**src/rtl/fft64_pkg.sv**
```systemverilog
`default_nettype none

package fft64_pkg;

   localparam int n_points = 64;
   localparam int addr_w   = 6;
   localparam int part_w   = 11;
   localparam int sample_w = 2 * part_w;  // re in upper half
   localparam int tw_w     = 12;
   localparam int tw_frac  = 10;
   localparam int bus_aw   = 7;
   localparam int bus_dw   = 32;

   localparam logic [bus_aw-1:0] ctrl_addr = 7'd64;

   // first quarter of cos(2*pi*k/64) * 1024, k = 0..16
   localparam logic signed [tw_w-1:0] cos_tab [0:16] = '{
      1024, 1019, 1004, 980, 946, 903, 851, 792, 724,
      650, 569, 483, 392, 297, 200, 100, 0};

   typedef logic [sample_w-1:0] sample_t;

   typedef enum logic [1:0] {
      pass_stride16,
      pass_stride4,
      pass_stride1
   } fft_pass_t;

   function automatic logic signed [tw_w-1:0] twiddle_re(input logic [addr_w-1:0] e);
      logic [4:0] r;
      r = {1'b0, e[3:0]};
      case (e[5:4])  // quadrant
         2'd0: return cos_tab[r];
         2'd1: return -cos_tab[5'd16 - r];
         2'd2: return -cos_tab[r];
         default: return cos_tab[5'd16 - r];
      endcase
   endfunction

   // negated sine
   function automatic logic signed [tw_w-1:0] twiddle_im(input logic [addr_w-1:0] e);
      logic [4:0] r;
      r = {1'b0, e[3:0]};
      case (e[5:4])
         2'd0: return -cos_tab[5'd16 - r];
         2'd1: return -cos_tab[r];
         2'd2: return cos_tab[5'd16 - r];
         default: return cos_tab[r];
      endcase
   endfunction

   function automatic logic [addr_w-1:0] digit_rev(input logic [addr_w-1:0] i);
      return {i[1:0], i[3:2], i[5:4]};  // three base-4 digits
   endfunction

endpackage

`default_nettype wire

```
**src/rtl/fft_wb_regs.sv**
```systemverilog
`timescale 1ns/1ps
`default_nettype none

module fft_wb_regs import fft64_pkg::*; (
   input  logic              clk,
   input  logic              rst,
   input  logic              cyc,
   input  logic              stb,
   input  logic              we,
   input  logic [bus_aw-1:0] adr,
   input  logic [bus_dw-1:0] dat_w,
   output logic [bus_dw-1:0] dat_r,
   output logic              ack,
   output logic              buf_we,
   output logic [addr_w-1:0] buf_addr,
   output sample_t           buf_wdata,
   input  sample_t           buf_rdata,
   output logic              go,
   input  logic              busy,
   input  logic              finish
);

   logic              req;
   logic              sample_sel;
   logic              ctrl_sel;
   logic              done;
   logic [bus_dw-1:0] rd_word;

   assign req        = cyc && stb && !ack;  // one ack per request
   assign sample_sel = (adr[bus_aw-1] == 1'b0);  // lower half is samples
   assign ctrl_sel   = (adr == ctrl_addr);

   assign buf_we    = req && we && sample_sel && !busy;
   assign buf_addr  = adr[addr_w-1:0];
   assign buf_wdata = dat_w[sample_w-1:0];

   always_comb begin
      rd_word = '0;
      if (sample_sel) begin
         rd_word[sample_w-1:0] = buf_rdata;  // already digit reversed
      end else if (ctrl_sel) begin
         rd_word[1:0] = {done, busy};
      end
   end

   always_ff @(posedge clk or negedge rst) begin
      if (!rst) begin
         ack  <= 1'b0;
         go   <= 1'b0;
         done <= 1'b0;
      end else begin
         ack <= req;
         go  <= req && we && ctrl_sel && dat_w[0] && !busy;
         if (go) begin
            done <= 1'b0;
         end else if (finish) begin
            done <= 1'b1;  // sticky until next start
         end
      end
   end

   always_ff @(posedge clk) begin
      if (req && !we) begin
         dat_r <= rd_word;
      end
   end

endmodule

`default_nettype wire

```
**config.mk**
```make
export PLATFORM = sky130hd
export DESIGN_NAME = fft_wb_regs
export DESIGN_NICKNAME = d
export VERILOG_FILES = /design/src/rtl/fft64_pkg.sv /design/src/rtl/fft_wb_regs.sv
export SDC_FILE = /design/constraint.sdc
export NUM_CORES = 1
export LEC_CHECK = 0
export BUFFER_PORTS_ARGS = -buffer_cell sky130_fd_sc_hd__buf_2
export CORE_MARGIN = 2
export CORE_UTILIZATION = 32
export CTS_CLUSTER_SIZE = 16
export DETAILED_ROUTE_END_ITERATION = 7
export PLACE_DENSITY = 0.74
export REMOVE_ABC_BUFFERS = 1
export SLEW_MARGIN = 20
export SYNTH_ARGS = -nofsm -noshare
export SYNTH_HDL_FRONTEND = slang
export SYNTH_SLANG_ARGS = --single-unit
```
**constraint.sdc**
```tcl
create_clock -name clk -period 2 [get_ports clk]
set_input_delay 0.2 -clock clk [delete_from_list [all_inputs] [get_ports clk]]
set_output_delay 0.2 -clock clk [all_outputs]
set_load 0.005 [all_outputs]
```
==> impl_metrics.tcl <==
set metrics [dict create \
    status "finished, final reports clean" \
    final.period_utilization 0.711 \
    dp_hpwl_um 2170 \
    wirelength_um 2690 \
    power.leakage_nw 0.667 \
    syn_area_mm2 0.00127 \
    avgRoutedWirePerCell_um 13.8 \
    fin_nets 215 \
    crit_required_ns 1.80 \
    ys_seq_elements 25 \
    core_area_mm2 0.00374 \
    ff_latch_area_um2 736 \
    post_cts_buffers 0 \
    ys_types 16 \
    crit_type "reg2out" \
    clock_skew_ns 0.00124 \
    synth_edf_count 22 \
    yosysSeqAreaShare 0.580 \
    ioPinCount 131 \
    worstSetupStartpointType "flip-flop" \
    drcViolationCount 0 \
    maxCapViolCount 0 \
    grt_start_max_net_pins 27 \
    end_kind "output pin" \
    num_vias 848 \
    clock_path_buffers 2 \
    grt_first_pass_wirelength_um 3790 \
    fillers 397 \
    ys_top_cells_by_area "edfxtp_1 52%, buf_4 22%, nor2b_1 11%, dfrtp_1 5.9%, a41o_1 1.6%" \
    drt_iter0_markers 33 \
    netlist_instances 102 \
    vdd_ir_drop_max_uv 272 \
    max_stage_delay_ns 0.37 \
    track_usage 0.121 \
    yosysMostFrequentCell "buf_4" \
    final.min_clock_period_ns 1.42 \
    die_w_um 67.0 \
    yosys.area.top_type_share 0.521 \
    synthArstFlopShare 0.120 \
    die_h_um 67.0 \
    path_clk_slew_ns 0.08 \
    grt_overflow_total 0 \
    start_util 0.339 \
    synthTopCellsByCount "38 x buf_4, 22 x edfxtp_1, 22 x nor2b_1, 4 x nor2_1, 3 x dfrtp_1" \
    setup-violations-final 0 \
    avgSynthCellArea_um2 12.4 \
    synth_top_area_cell "edfxtp_1" \
    power_density_mw_per_mm2 665 \
    yosys_warnings 0 \
    slowest_stage "dfrtp_1" \
    rsz0062_at_grt "no" \
    detail-route-antenna-nets 0 \
    clkLatencyLatePin_ns 0.26 \
    fmax_mhz 703 \
    layout-drive-gt1-share 0.521 \
    multi_input_area_um2 273 \
    worstPathArrival_ns 1.22 \
    holdWs_ns 0.163 \
    ys.flop_type "edfxtp_1" \
    htreeDepth 1 \
    cts_tree "built" \
    vias_per_cell 4.37 \
    worstHoldPathType "in2reg" \
    drv_slew 0 \
    syn2layout_area_growth_pct 16.9 \
    cts_buffers 3 \
    root_buffer "clkbuf_8" \
    grt_pass1_vias 783 \
    hold_viol_final 0 \
    row_count 22 \
    gp_congestion 0.704 \
    worstPathMaxFanout 4 \
    die_area_mm2 0.00448 \
    antenna_cells 0 \
    cts_sinks 25 \
    grt_antenna_before_repair 0 \
    fin_setup_tns_ns 0 \
    first_pass_iters 2 \
    cp_cell_sequence "nand3b_1 > nor3_1 > buf_2" \
    io_buffers 68 \
]
-- final cells by class --
cell class              instances  area share
flip-flops and latches         25       0.496
repair buffers                 71       0.246
multi-input cells              45       0.184
well taps                      48      0.0405
clock buffers                   4      0.0304
inverters                       1     0.00253
-- through the flow --
stage                     instance area [um2]  worst slack (ns)  total power [mW]  cells   util
after floorplan                          1010            0.0417             0.635     71      -
after global placement                   1430             0.727             0.707    189  0.381
after detailed placement                 1430             0.709             0.708    189  0.381
after CTS                                1480             0.566              1.00    194  0.396
after global routing                     1480             0.466              1.04    194  0.396
final                                    1480             0.578             0.986    194  0.396
-- sequential cells by signal (all words and copies together) (netlist names) --
register	flops
dat_r	22
ack	1
done	1
go	1
-- routing by layer --
layer | global-route usage | share of wire | up-vias
li1 | - | - | 380
met3 | 0.0912 | 0.20 | 2
met1 | 0.144 | 0.40 | 383
met5 | 0.0694 | 0 | -
met4 | 0.0306 | 0.0041 | 0
met2 | 0.164 | 0.39 | 83
-- power breakdown --
part,switching (mW),internal [mW],leakage (nW)
Clock,0.148,0.142,0.0228
Combinational,0.0508,0.0576,0.408
Sequential,0.00290,0.585,0.236
Total,0.201,0.784,0.667
-- critical path: cells and delay by family, from the launching register on --
family        cells  cell delay, ns
buf+inv           1            0.14
flops             1            0.37
simple gates      2            0.45
-- path summary, 6_finish.rpt --
kind                             start        end  slack, ns  cells past startpoint
worst min-delay path            finish       done       0.16                      3
min in group asynchronous          rst        ack       0.27                      2
max in group asynchronous          rst       done       1.63                      2
worst max register to register     ack  dat_r[16]       0.71                      3
worst min register to register      go       done       0.43                      1
worst max-delay path               ack     buf_we       0.58                      3
-- placed cells by master, fill, tap and decap left out, drive strengths merged --
cell type     n
nor3          1
nand4bb       1
a41o          2
dlygate4sd3   1
nor4          2
nor2          4
edfxtp       22
nand2b        1
dfrtp         3
conb         10
inv           1
nand3b        1
buf          70
or4           1
nor2b        22
clkbuf        4
-- logic make-up after synthesis --
| group | Yosys count | share of synthesized area |
|---|---|---|
| compound gates | 2 | 0.0158 |
| buf+inv | 41 | 0.234 |
| flops | 25 | 0.580 |
| other cells | 1 | 0.00296 |
| simple gates | 33 | 0.168 |
-- repair_timing --
item                                   CTS  global route
endpoints found under the hold margin    3             0
hold buffers                             1             0
gates resized for setup                  0             0
(Power assumes the default switching activity.)
