$ cat src/rtl/fft64_pkg.sv
`default_nettype none

package fft64_pkg;

   localparam int n_points = 64;
   localparam int addr_w   = 6;
   localparam int part_w   = 11;
   localparam int sample_w = 2 * part_w;  // re in upper half
   localparam int tw_w     = 12;
   localparam int tw_frac  = 10;
   localparam int bus_aw   = 7;
   localparam int bus_dw   = 32;

   localparam logic [bus_aw-1:0] ctrl_addr = 7'd64;

   // first quarter of cos(2*pi*k/64) * 1024, k = 0..16
   localparam logic signed [tw_w-1:0] cos_tab [0:16] = '{
      1024, 1019, 1004, 980, 946, 903, 851, 792, 724,
      650, 569, 483, 392, 297, 200, 100, 0};

   typedef logic [sample_w-1:0] sample_t;

   typedef enum logic [1:0] {
      pass_stride16,
      pass_stride4,
      pass_stride1
   } fft_pass_t;

   function automatic logic signed [tw_w-1:0] twiddle_re(input logic [addr_w-1:0] e);
      logic [4:0] r;
      r = {1'b0, e[3:0]};
      case (e[5:4])  // quadrant
         2'd0: return cos_tab[r];
         2'd1: return -cos_tab[5'd16 - r];
         2'd2: return -cos_tab[r];
         default: return cos_tab[5'd16 - r];
      endcase
   endfunction

   // negated sine
   function automatic logic signed [tw_w-1:0] twiddle_im(input logic [addr_w-1:0] e);
      logic [4:0] r;
      r = {1'b0, e[3:0]};
      case (e[5:4])
         2'd0: return -cos_tab[5'd16 - r];
         2'd1: return -cos_tab[r];
         2'd2: return cos_tab[5'd16 - r];
         default: return cos_tab[r];
      endcase
   endfunction

   function automatic logic [addr_w-1:0] digit_rev(input logic [addr_w-1:0] i);
      return {i[1:0], i[3:2], i[5:4]};  // three base-4 digits
   endfunction

endpackage

`default_nettype wire

$ cat src/rtl/fft_sequencer.sv
`timescale 1ns/1ps
`default_nettype none

module fft_sequencer import fft64_pkg::*; (
   input  logic              clk,
   input  logic              rst,
   input  logic              go,
   output logic              busy,
   output logic              finish,
   output logic [addr_w-1:0] rd_addr0,
   output logic [addr_w-1:0] rd_addr1,
   output logic [addr_w-1:0] rd_addr2,
   output logic [addr_w-1:0] rd_addr3,
   output logic [addr_w-1:0] wr_addr0,
   output logic [addr_w-1:0] wr_addr1,
   output logic [addr_w-1:0] wr_addr2,
   output logic [addr_w-1:0] wr_addr3,
   output logic              eng_we,
   output logic              in_valid,
   output logic [addr_w-1:0] exp,
   output logic [3:0]        tag,
   input  logic              out_valid,
   input  logic [3:0]        out_tag
);

   fft_pass_t  pass;
   logic [3:0] grp;
   logic       issuing;
   logic [3:0] wb_cnt;

   // base + lane * stride as index bit fields
   function automatic logic [addr_w-1:0] lane_addr(input fft_pass_t p,
                                                   input logic [3:0] g,
                                                   input logic [1:0] lane);
      case (p)
         pass_stride16: return {lane, g};
         pass_stride4: return {g[3:2], lane, g[1:0]};
         default: return {g, lane};
      endcase
   endfunction

   assign rd_addr0 = lane_addr(pass, grp, 2'd0);
   assign rd_addr1 = lane_addr(pass, grp, 2'd1);
   assign rd_addr2 = lane_addr(pass, grp, 2'd2);
   assign rd_addr3 = lane_addr(pass, grp, 2'd3);

   // write back where the group was read
   assign wr_addr0 = lane_addr(pass, out_tag, 2'd0);
   assign wr_addr1 = lane_addr(pass, out_tag, 2'd1);
   assign wr_addr2 = lane_addr(pass, out_tag, 2'd2);
   assign wr_addr3 = lane_addr(pass, out_tag, 2'd3);

   assign eng_we   = out_valid && busy;
   assign in_valid = issuing;
   assign tag      = grp;

   always_comb begin
      case (pass)
         pass_stride16: exp = {2'b00, grp};
         pass_stride4: exp = {2'b00, grp[1:0], 2'b00};
         default: exp = '0;
      endcase
   end

   always_ff @(posedge clk or negedge rst) begin
      if (!rst) begin
         busy    <= 1'b0;
         finish  <= 1'b0;
         pass    <= pass_stride16;
         grp     <= '0;
         issuing <= 1'b0;
         wb_cnt  <= '0;
      end else begin
         finish <= 1'b0;
         if (go && !busy) begin
            busy    <= 1'b1;
            pass    <= pass_stride16;
            grp     <= '0;
            issuing <= 1'b1;
            wb_cnt  <= '0;
         end
         if (issuing) begin
            grp <= grp + 4'd1;  // wraps to 0 for the next pass
            if (grp == 4'd15) begin
               issuing <= 1'b0;
            end
         end
         if (eng_we) begin
            wb_cnt <= wb_cnt + 4'd1;
            if (wb_cnt == 4'd15) begin  // pass drained
               if (pass == pass_stride1) begin
                  busy   <= 1'b0;
                  finish <= 1'b1;
               end else begin
                  pass    <= (pass == pass_stride16) ? pass_stride4 : pass_stride1;
                  issuing <= 1'b1;
               end
            end
         end
      end
   end

endmodule

`default_nettype wire

$ cat config.mk
export PLATFORM = sky130hd
export DESIGN_NAME = fft_sequencer
export DESIGN_NICKNAME = d
export VERILOG_FILES = /design/src/rtl/fft64_pkg.sv /design/src/rtl/fft_sequencer.sv
export SDC_FILE = /design/constraint.sdc
export NUM_CORES = 1
export LEC_CHECK = 0
export BUFFER_PORTS_ARGS = -buffer_cell sky130_fd_sc_hd__buf_2
export CAP_MARGIN = 10
export CORE_MARGIN = 1.5
export CORE_UTILIZATION = 41
export CTS_CLUSTER_DIAMETER = 150
export DETAILED_ROUTE_END_ITERATION = 8
export PLACE_DENSITY_LB_ADDON = 0.05
export SLEW_MARGIN = 10
export SYNTH_ARGS = -nofsm -noshare
export SYNTH_HDL_FRONTEND = slang
export SYNTH_SLANG_ARGS = --single-unit
$ cat constraint.sdc
create_clock -name clk -period 1.5 [get_ports clk]
set_input_delay 0.225 -clock clk [delete_from_list [all_inputs] [get_ports clk]]
set_output_delay 0.225 -clock clk [all_outputs]
set_load 0.05 [all_outputs]
==> run_results.csv, run 1 <==
group,metric,value,unit
outcome,status,"finished with violations",
outcome,violations,"negative setup slack",
grt,grt_util_met3,0.847,%
worst_setup_path,required,1270,ps
grt,grt_usage,20.9,%
placed_design,gp_congestion,0.753,
synth,synthCells,125,
synth,yosysMostFrequentCell,"buf_4",
finish,final-seq-area,334,um2
finish,synthToLayoutAreaGrowth,87.1,%
route,wire_per_inst,15.8,um
route,via_count,1055,
grt,use_met1,25.7,%
finish,num_antenna_cells,0,
route,wl,3.35,mm
synth,synth_top_area_share,31.4,%
synth,avgSynthCellArea,8.29,um2
clock_network,ctsRootBufferMaster,"clkbuf_4",
die,row_count,18,
grt,antenna_found_initial,0,
grt,overflow,0,
die,die_x,53.3,um
clock_network,cts.sinks,13,
synth,synth_area_leader_cell,"dfrtp_1",
min_path,hold_class,"in -> reg",
synth,syn_area,1040,um2
clock_network,cts_made_buffers,3,
finish,multiInputGateArea,662,um2
grt,grt_pass1_wl,4.29,mm
job,cap_violations,0,
worst_setup_path,worstSetupPathType,"reg -> out",
worst_setup_path,r2r_slack,190,ps
grt,grt_use_met2,39.3,%
synth,yosysSeqAreaShare,31.4,%
clock_network,insertion_delay,260,ps
synth,synth_edf_count,0,
worst_setup_path,cp_max_fo,5,
synth,yosys-top-cells-count,"buf_4 (27), nand2_1 (14), dfrtp_1 (13), nor2b_1 (9)",
placed_design,place_inst,199,
sta,finalHoldViolCount,0,
sta,slew_violations,0,
die,core-area,2430,um2
synth,synthXorXnorAreaFrac,0.845,%
sta,timing.final.crit_share,111,%
grt,grt_busiest_layer,"met2",
die,initial_core_util,42.6,%
synth,yosys_warnings,0,
finish,drive_gt1_share,70.9,%
grt,grt_pass1_vias,913,
sta,fin_ws,-165,ps
synth,yosysUniqueCellTypes,28,
worst_setup_path,arrival,1440,ps
synth,synth.area.top_cells,"dfrtp_1 (31%), buf_4 (20%), nor2b_1 (5.4%)",
clock_network,cts-htree-levels,1,
die,die_h,53.3,um
worst_setup_path,start_kind,"flip-flop",
route,drtPass1Iterations,3,
sta,setup_violations,45,
worst_setup_path,cp-end-kind,"primary output",
finish,nFillCells,143,
synth,async_reset_ff_share,100,%
sta,fin_crit,1670,ps
route,detail-route-antenna-nets,0,
placed_design,pre_cts_slack,-42.7,ps
sta,clock.fmax,0.600,GHz
placed_design,dp_hpwl,1.74,mm
grt,grt_max_degree,14,
clock_network,clockBufferDepth,2,
synth,synth_compound_area_share,7.61,%
route,vias_per_cell,4.98,
route,drt_iter0_markers,16,
synth,synth_simple_gate_area_share,27.8,%
synth,ys_ff_latch,13,
clock_network,clk_pin_slew,80,ps
route,remaining_drc_errors,0,
clock_network,cts_tree,"done",
sta,setup_tns,-4260,ps
synth,ys.flop_type,"dfrtp_1",
synth,synth_top_family_by_area,"simple AND/OR/NAND/NOR gates",
sta,rsz0062_at_grt,"yes",
placed_design,port_buffers,67,
die,dieArea,2840,um2
sta,skew,1.38,ps
finish,final_cells,212,
synth,muxShareOfSynthArea,7.13,%
die,pin_count,70,
synth,synth_adder_area_share,2.42,%
finish,finalNetCount,193,
cell families after synthesis:
logic type | after synthesis
simple gates | 53
fa+ha+maj | 2
mux | 7
other cells | 1
flops | 13
xor+xnor | 1
buf+inv | 34
compound gates | 14
cell usage in the layout, fill, tap and decap left out, types with 5 or more instances in the layout:
cell type	n
nor2b_4	5
buf_2	15
buf_6	21
buf_8	22
buf_4	21
nand2b_4	6
or2_4	5
nand2_1	12
dfrtp_1	6
dfrtp_2	7
layout make-up:
cell class / count / area share, %
Clock buffer: 4 / 1.36
Inverter: 3 / 0.710
Multi-Input combinational cell: 79 / 34.2
Sequential cell: 13 / 17.2
Tap cell: 30 / 1.94
Timing Repair Buffer: 83 / 44.6
worst max-delay path, stage by stage (launching register included):
cell	delay, ps
dfrtp_2	470
buf_8	150
a22o_4	250
nand2b_4	160
buf_8	150
path summary, 6_finish.rpt:
| check | from | end | depth (start not counted) |
|---|---|---|---|
| max in group asynchronous | rst | tag[3] | 2 |
| worst max-delay path | pass[1] | wr_addr1[2] | 4 |
| worst max register to register | pass[1] | finish | 5 |
| min in group asynchronous | rst | wb_cnt[0] | 2 |
| worst min-delay path | go | busy | 3 |
| worst min register to register | wb_cnt[3] | wb_cnt[3] | 1 |
state kept, by name (all words and copies together) (netlist names):
name / flops
tag: 4
wb_cnt: 4
pass: 2
busy: 1
finish: 1
in_valid: 1
metal layers:
metal	vias to the layer above	wire length, um
met4	0	0
met5	-	0
li1	496	-
met2	46	1880
met1	513	1320
met3	0	154
stage by stage:
stage,util [%],instance area (um2),hold WS (ps)
after floorplan,-,1240,-70.6
after CTS,74.7,1820,222
final,79.7,1940,225
after global routing,79.7,1940,230
after detailed placement,58.4,1420,125
after global placement,58.4,1420,128
repair_timing:
action,CTS,global route
hold endpoints to repair,13,0
setup endpoints to repair,46,52
gates cloned,1,0
buffers inserted,4,3
pin swaps,2,4
hold buffers,1,0
gates resized for setup,99,34
Power of run 1 is left out: the tool's default activity adds up to more than one toggle a clock period on the data nets, which glitch-free logic cannot reach.
==> run 2, diff against run 1 <==
Settings changed: ABC_AREA from default to 1, CORE_MARGIN 1.5 to 2.
==> run_results.csv, run 2 <==
group,metric,value,unit
outcome,status,"finished with violations",
outcome,violations,"negative setup slack",
worst_setup_path,r2r-end,"tag[2]",
finish,final_area,1970,um2
sta,skew,7.66,ps
worst_setup_path,crit_slowest_cell,"dfrtp_2",
synth,yosys-top-cells-count,"nand2_1 (36), buf_4 (27), inv_1 (14), nand3_1 (14), dfrtp_1 (13)",
sta,timing.final.crit_share,110,%
sta,setup_violations,44,
synth,synth.area.top_cells,"dfrtp_1 (32%), buf_4 (20%), nand2_1 (13%)",
clock_network,clockBufferDepth,2,
worst_setup_path,critPathTopFamily,"buffers and inverters",
die,die_x,54.0,um
synth,synthCells,145,
die,die_h,54.0,um
die,initial_core_util,42.1,%
min_path,worstHoldStart,"go",
synth,ys_ff_latch,13,
synth,synth_area_leader_cell,"dfrtp_1",
route,detail-route-antenna-nets,0,
worst_setup_path,timing.rr.start,"tag[1]",
synth,async_reset_ff_share,100,%
clock_network,cts-htree-levels,1,
synth,synth_edf_count,0,
grt,grt_pass1_wl,4.30,mm
synth,yosys_warnings,0,
worst_setup_path,worstSetupPathType,"reg -> out",
die,dieArea,2920,um2
sta,holdWs,264,ps
worst_setup_path,cp-end-kind,"primary output",
sta,slew_violations,0,
finish,finish.utilization,81.0,%
route,vias_per_cell,5.23,
min_path,min_to,"pass[0]",
min_path,hold_class,"in -> reg",
synth,ys.flop_type,"dfrtp_1",
route,drtPass1Iterations,4,
worst_setup_path,start_kind,"flip-flop",
placed_design,postPlaceCellArea,1410,um2
job,cap_violations,0,
synth,synth_top_area_share,31.7,%
synth,yosysSeqAreaShare,31.7,%
clock_network,cts.sinks,13,
worst_setup_path,arrival,1430,ps
clock_network,clk_pin_slew,90,ps
grt,grt_max_degree,14,
worst_setup_path,required,1270,ps
synth,syn_area,1020,um2
placed_design,port_buffers,67,
route,via_count,1229,
grt,grt_usage,20.3,%
sta,rsz0062_at_grt,"yes",
route,remaining_drc_errors,0,
clock_network,insertion_delay,280,ps
worst_setup_path,max_stage_delay,440,ps
die,core-area,2430,um2
clock_network,cts_tree,"done",
grt,antenna_found_initial,0,
worst_setup_path,cp_max_fo,6,
die,row_count,18,
worst_setup_path,path_buf_inv,2,
clock_network,cts_made_buffers,3,
min_path,hold_depth,4,
worst_setup_path,r2r_slack,250,ps
grt,grt_pass1_vias,962,
die,pin_count,70,
grt,overflow,0,
finish,final_cell_mix,"buf_8 (26), buf_4 (20), nand2_1 (19)",
sta,finalHoldViolCount,0,
synth,yosysMostFrequentCell,"nand2_1",
route,drt_iter0_markers,29,
route,wl,3.76,mm
sta,setup_tns,-2350,ps
placed_design,gp_congestion,0.816,
synth,avgSynthCellArea,7.07,um2
sta,clock.fmax,0.605,GHz
synth,yosysUniqueCellTypes,21,
clock_network,ctsRootBufferMaster,"clkbuf_4",
placed_design,dp_hpwl,2.02,mm
finish,nFillCells,133,
sta,fin_crit,1650,ps
finish,drive_gt1_share,66.3,%
finish,mostFrequentLayoutCell,"buf_8",
finish,synthToLayoutAreaGrowth,92.2,%
route,wire_per_inst,16.0,um
sta,fin_ws,-153,ps
finish,finalNetCount,216,
worst_setup_path,r2r_cells,5,
finish,final-seq-area,332,um2
finish,multiInputGateArea,651,um2
worst_setup_path,worstPathCellList,"clkinvlp_4 -> nor2_2 -> buf_4",
finish,num_antenna_cells,0,
==> run 2: through the flow <==
stage	setup slack, ps	std cells
after floorplan	-460	146
after global placement	59.2	223
after detailed placement	13.4	223
after CTS	-88.3	231
after global routing	-196	235
final	-153	235
==> run 2: per-layer routing <==
layer	wire, um	global-route usage [%]	up-vias
li1	-	-	556
met1	1360	23.6	606
met2	2080	36.6	61
met3	265	4.44	6
met4	57	6.67	0
met5	0	0	-
==> run 2: cell families (layout without fill, tap and decap cells) <==
kind of cell / count (synthesis) / in the layout / synth area share [%]
AO/OA/AOI/OAI: 13 / 13 / 7.45
adder cells (fa/ha/maj): 2 / 2 / 2.44
buffers and inverters: 44 / 103 / 26.0
flip-flops: 13 / 13 / 31.7
other: 1 / 2 / 0.366
AND/OR/NAND/NOR: 72 / 72 / 32.0
==> run 2: worst min-delay path, stage by stage <==
cell and delay, ps:
buf_2 120, a21oi_1 70, nand2_1 50, nand2_1 40
==> run 2: how the worst max path moves through the flow <==
| stage | from | end | slack (ps) | depth (start not counted) |
|---|---|---|---|---|
| after global placement | pass[1] | wr_addr0[3] | 60 | 4 |
| after CTS | pass[1] | wr_addr0[3] | -90 | 5 |
| after global routing | tag[0] | rd_addr0[0] | -200 | 3 |
| after floorplan | pass[1] | wr_addr3[3] | -460 | 3 |
| after detailed placement | pass[1] | wr_addr0[3] | 10 | 4 |
| final | tag[0] | rd_addr0[0] | -150 | 3 |
==> run 2: repair_timing <==
action | in CTS | in global routing
setup buffers | 3 | 4
endpoints found under the setup margin | 50 | 52
pin swaps | 2 | 5
hold buffers | 1 | 0
endpoints found under the hold margin | 13 | 0
resized for setup | 99 | 50
==> run 2: area by class of cell <==
type | instances | area share (%)
Timing Repair Buffer | 82 | 42.8
Multi-Input combinational cell | 89 | 33.0
Sequential cell | 13 | 16.8
Inverter | 17 | 4.00
Tap cell | 30 | 1.91
Clock buffer | 3 | 1.14
Clock inverter | 1 | 0.254
Power of run 2 is left out for the same reason.
==> run 3, diff against run 2 <==
Settings changed: ABC_AREA 1 to default.
Clock period 1.5 ns to 1.55 ns, I/O delays scaled along.
==> run_results.csv, run 3 (synthesized netlist as in run 1, its figures left out) <==
group,metric,value,unit
finish,final_cell_mix,"buf_6 (24), buf_8 (21), buf_4 (20)",
worst_setup_path,worstSetupPathType,"reg -> out",
sta,finalHoldViolCount,0,
worst_setup_path,worstPathCellList,"nand2b_4 -> o21ai_4 -> nand2b_4 -> buf_8",
finish,final_cells,215,
outcome,status,"finished with violations",
finish,synthToLayoutAreaGrowth,87.0,%
worst_setup_path,cp_max_fo,8,
finish,num_antenna_cells,0,
route,vias_per_cell,5.05,
worst_setup_path,cp-end-kind,"primary output",
route,wire_per_inst,17.8,um
placed_design,gp_congestion,0.762,
worst_setup_path,max_stage_delay,500,ps
worst_setup_path,path_buf_inv,1,
route,drtPass1Iterations,4,
clock_network,cts-htree-levels,1,
route,remaining_drc_errors,0,
sta,fin_ws,-176,ps
worst_setup_path,crit_top_cell,"nand2b_4",
sta,rsz0062_at_grt,"yes",
min_path,hold_class,"in -> reg",
die,pin_count,70,
worst_setup_path,start_kind,"flip-flop",
die,initial_core_util,42.6,%
job,cap_violations,0,
die,die_h,54.3,um
finish,mostFrequentLayoutCell,"buf_6",
sta,timing.final.crit_share,111,%
die,dieArea,2940,um2
worst_setup_path,arrival,1490,ps
die,die_x,54.3,um
finish,finalNetCount,196,
route,drt_iter0_markers,11,
sta,slew_violations,0,
die,core-area,2430,um2
route,via_count,1085,
grt,grt_max_degree,14,
finish,drive_gt1_share,70.8,%
route,detail-route-antenna-nets,0,
sta,setup_violations,47,
worst_setup_path,crit_slowest_cell,"dfrtp_2",
grt,grt_pass1_wl,4.18,mm
clock_network,clockBufferDepth,2,
clock_network,cts_made_buffers,3,
grt,grt_pass1_vias,936,
clock_network,insertion_delay,270,ps
grt,overflow,0,
worst_setup_path,required,1320,ps
clock_network,cts_tree,"done",
placed_design,pre_cts_slack,-13.3,ps
sta,fin_crit,1730,ps
sta,holdWs,274,ps
grt,antenna_found_initial,0,
placed_design,dp_hpwl,1.80,mm
placed_design,port_buffers,67,
clock_network,clk_pin_slew,80,ps
grt,grt_usage,19.6,%
sta,skew,1.34,ps
finish,finish.utilization,79.6,%
outcome,violations,"negative setup slack",
placed_design,place_inst,198,
die,row_count,18,
clock_network,cts.sinks,13,
clock_network,ctsRootBufferMaster,"clkbuf_4",
sta,clock.fmax,0.579,GHz
worst_setup_path,critPathTopFamily,"flip-flops",
route,wl,3.83,mm
-- run 3: changes by cell type in the layout (fill, tap and decap cells not counted), moves of 7 or more --
cell	delta
nor2b_4	+7
nand2_4	-9
nand3_1	-8
inv_1	-11
nand2_2	-8
nand2_1	-7
-- run 3: layout make-up --
class | count | area, um2
Inverter | 3 | 13.8
Sequential cell | 13 | 333
Multi-Input combinational cell | 80 | 681
Fill cell | 135 | 495
Clock buffer | 4 | 26.3
Timing Repair Buffer | 85 | 846
Tap cell | 30 | 37.5
-- run 3: stage by stage --
stage               setup TNS (ps)  cell area [um2]
floorplan                    -1030             1230
global placement                 0             1400
detailed placement           -71.0             1400
CTS                          -2160             1780
global route                 -6380             1940
finish                       -4650             1940
-- run 3: final timing paths --
check | startpoint | end | slack, ps | cells past startpoint
setup / recovery | pass[0] | rd_addr2[3] | -180 | 4
hold / removal | go | busy | 270 | 3
setup reg to reg | pass[0] | busy | 260 | 4
hold reg to reg | wb_cnt[0] | wb_cnt[0] | 540 | 1
max in group asynchronous | rst | pass[0] | 940 | 2
min in group asynchronous | rst | tag[2] | 360 | 2
-- run 3: repair_timing --
| item | in CTS | in global routing |
|---|---|---|
| hold buffers | 1 | 0 |
| pin swaps | 3 | 2 |
| endpoints found under the hold margin | 13 | 0 |
| setup buffers | 6 | 5 |
| resized for setup | 95 | 36 |
| endpoints found under the setup margin | 50 | 52 |
| gates cloned | 1 | 0 |
-- run 3: layer usage --
metal,up-vias,wire length (um),track usage [%]
met1,522,1470,21.1
met3,8,217,4.37
met4,0,95,7.50
met2,51,2040,36.7
met5,-,0,0
li1,504,-,-
-- run 3: worst min-delay path: cells and delay by family --
family / cells / cell delay, ps
buf+inv: 1 / 110
compound gates: 1 / 60
simple gates: 1 / 110
Power of run 3 is left out for the same reason.
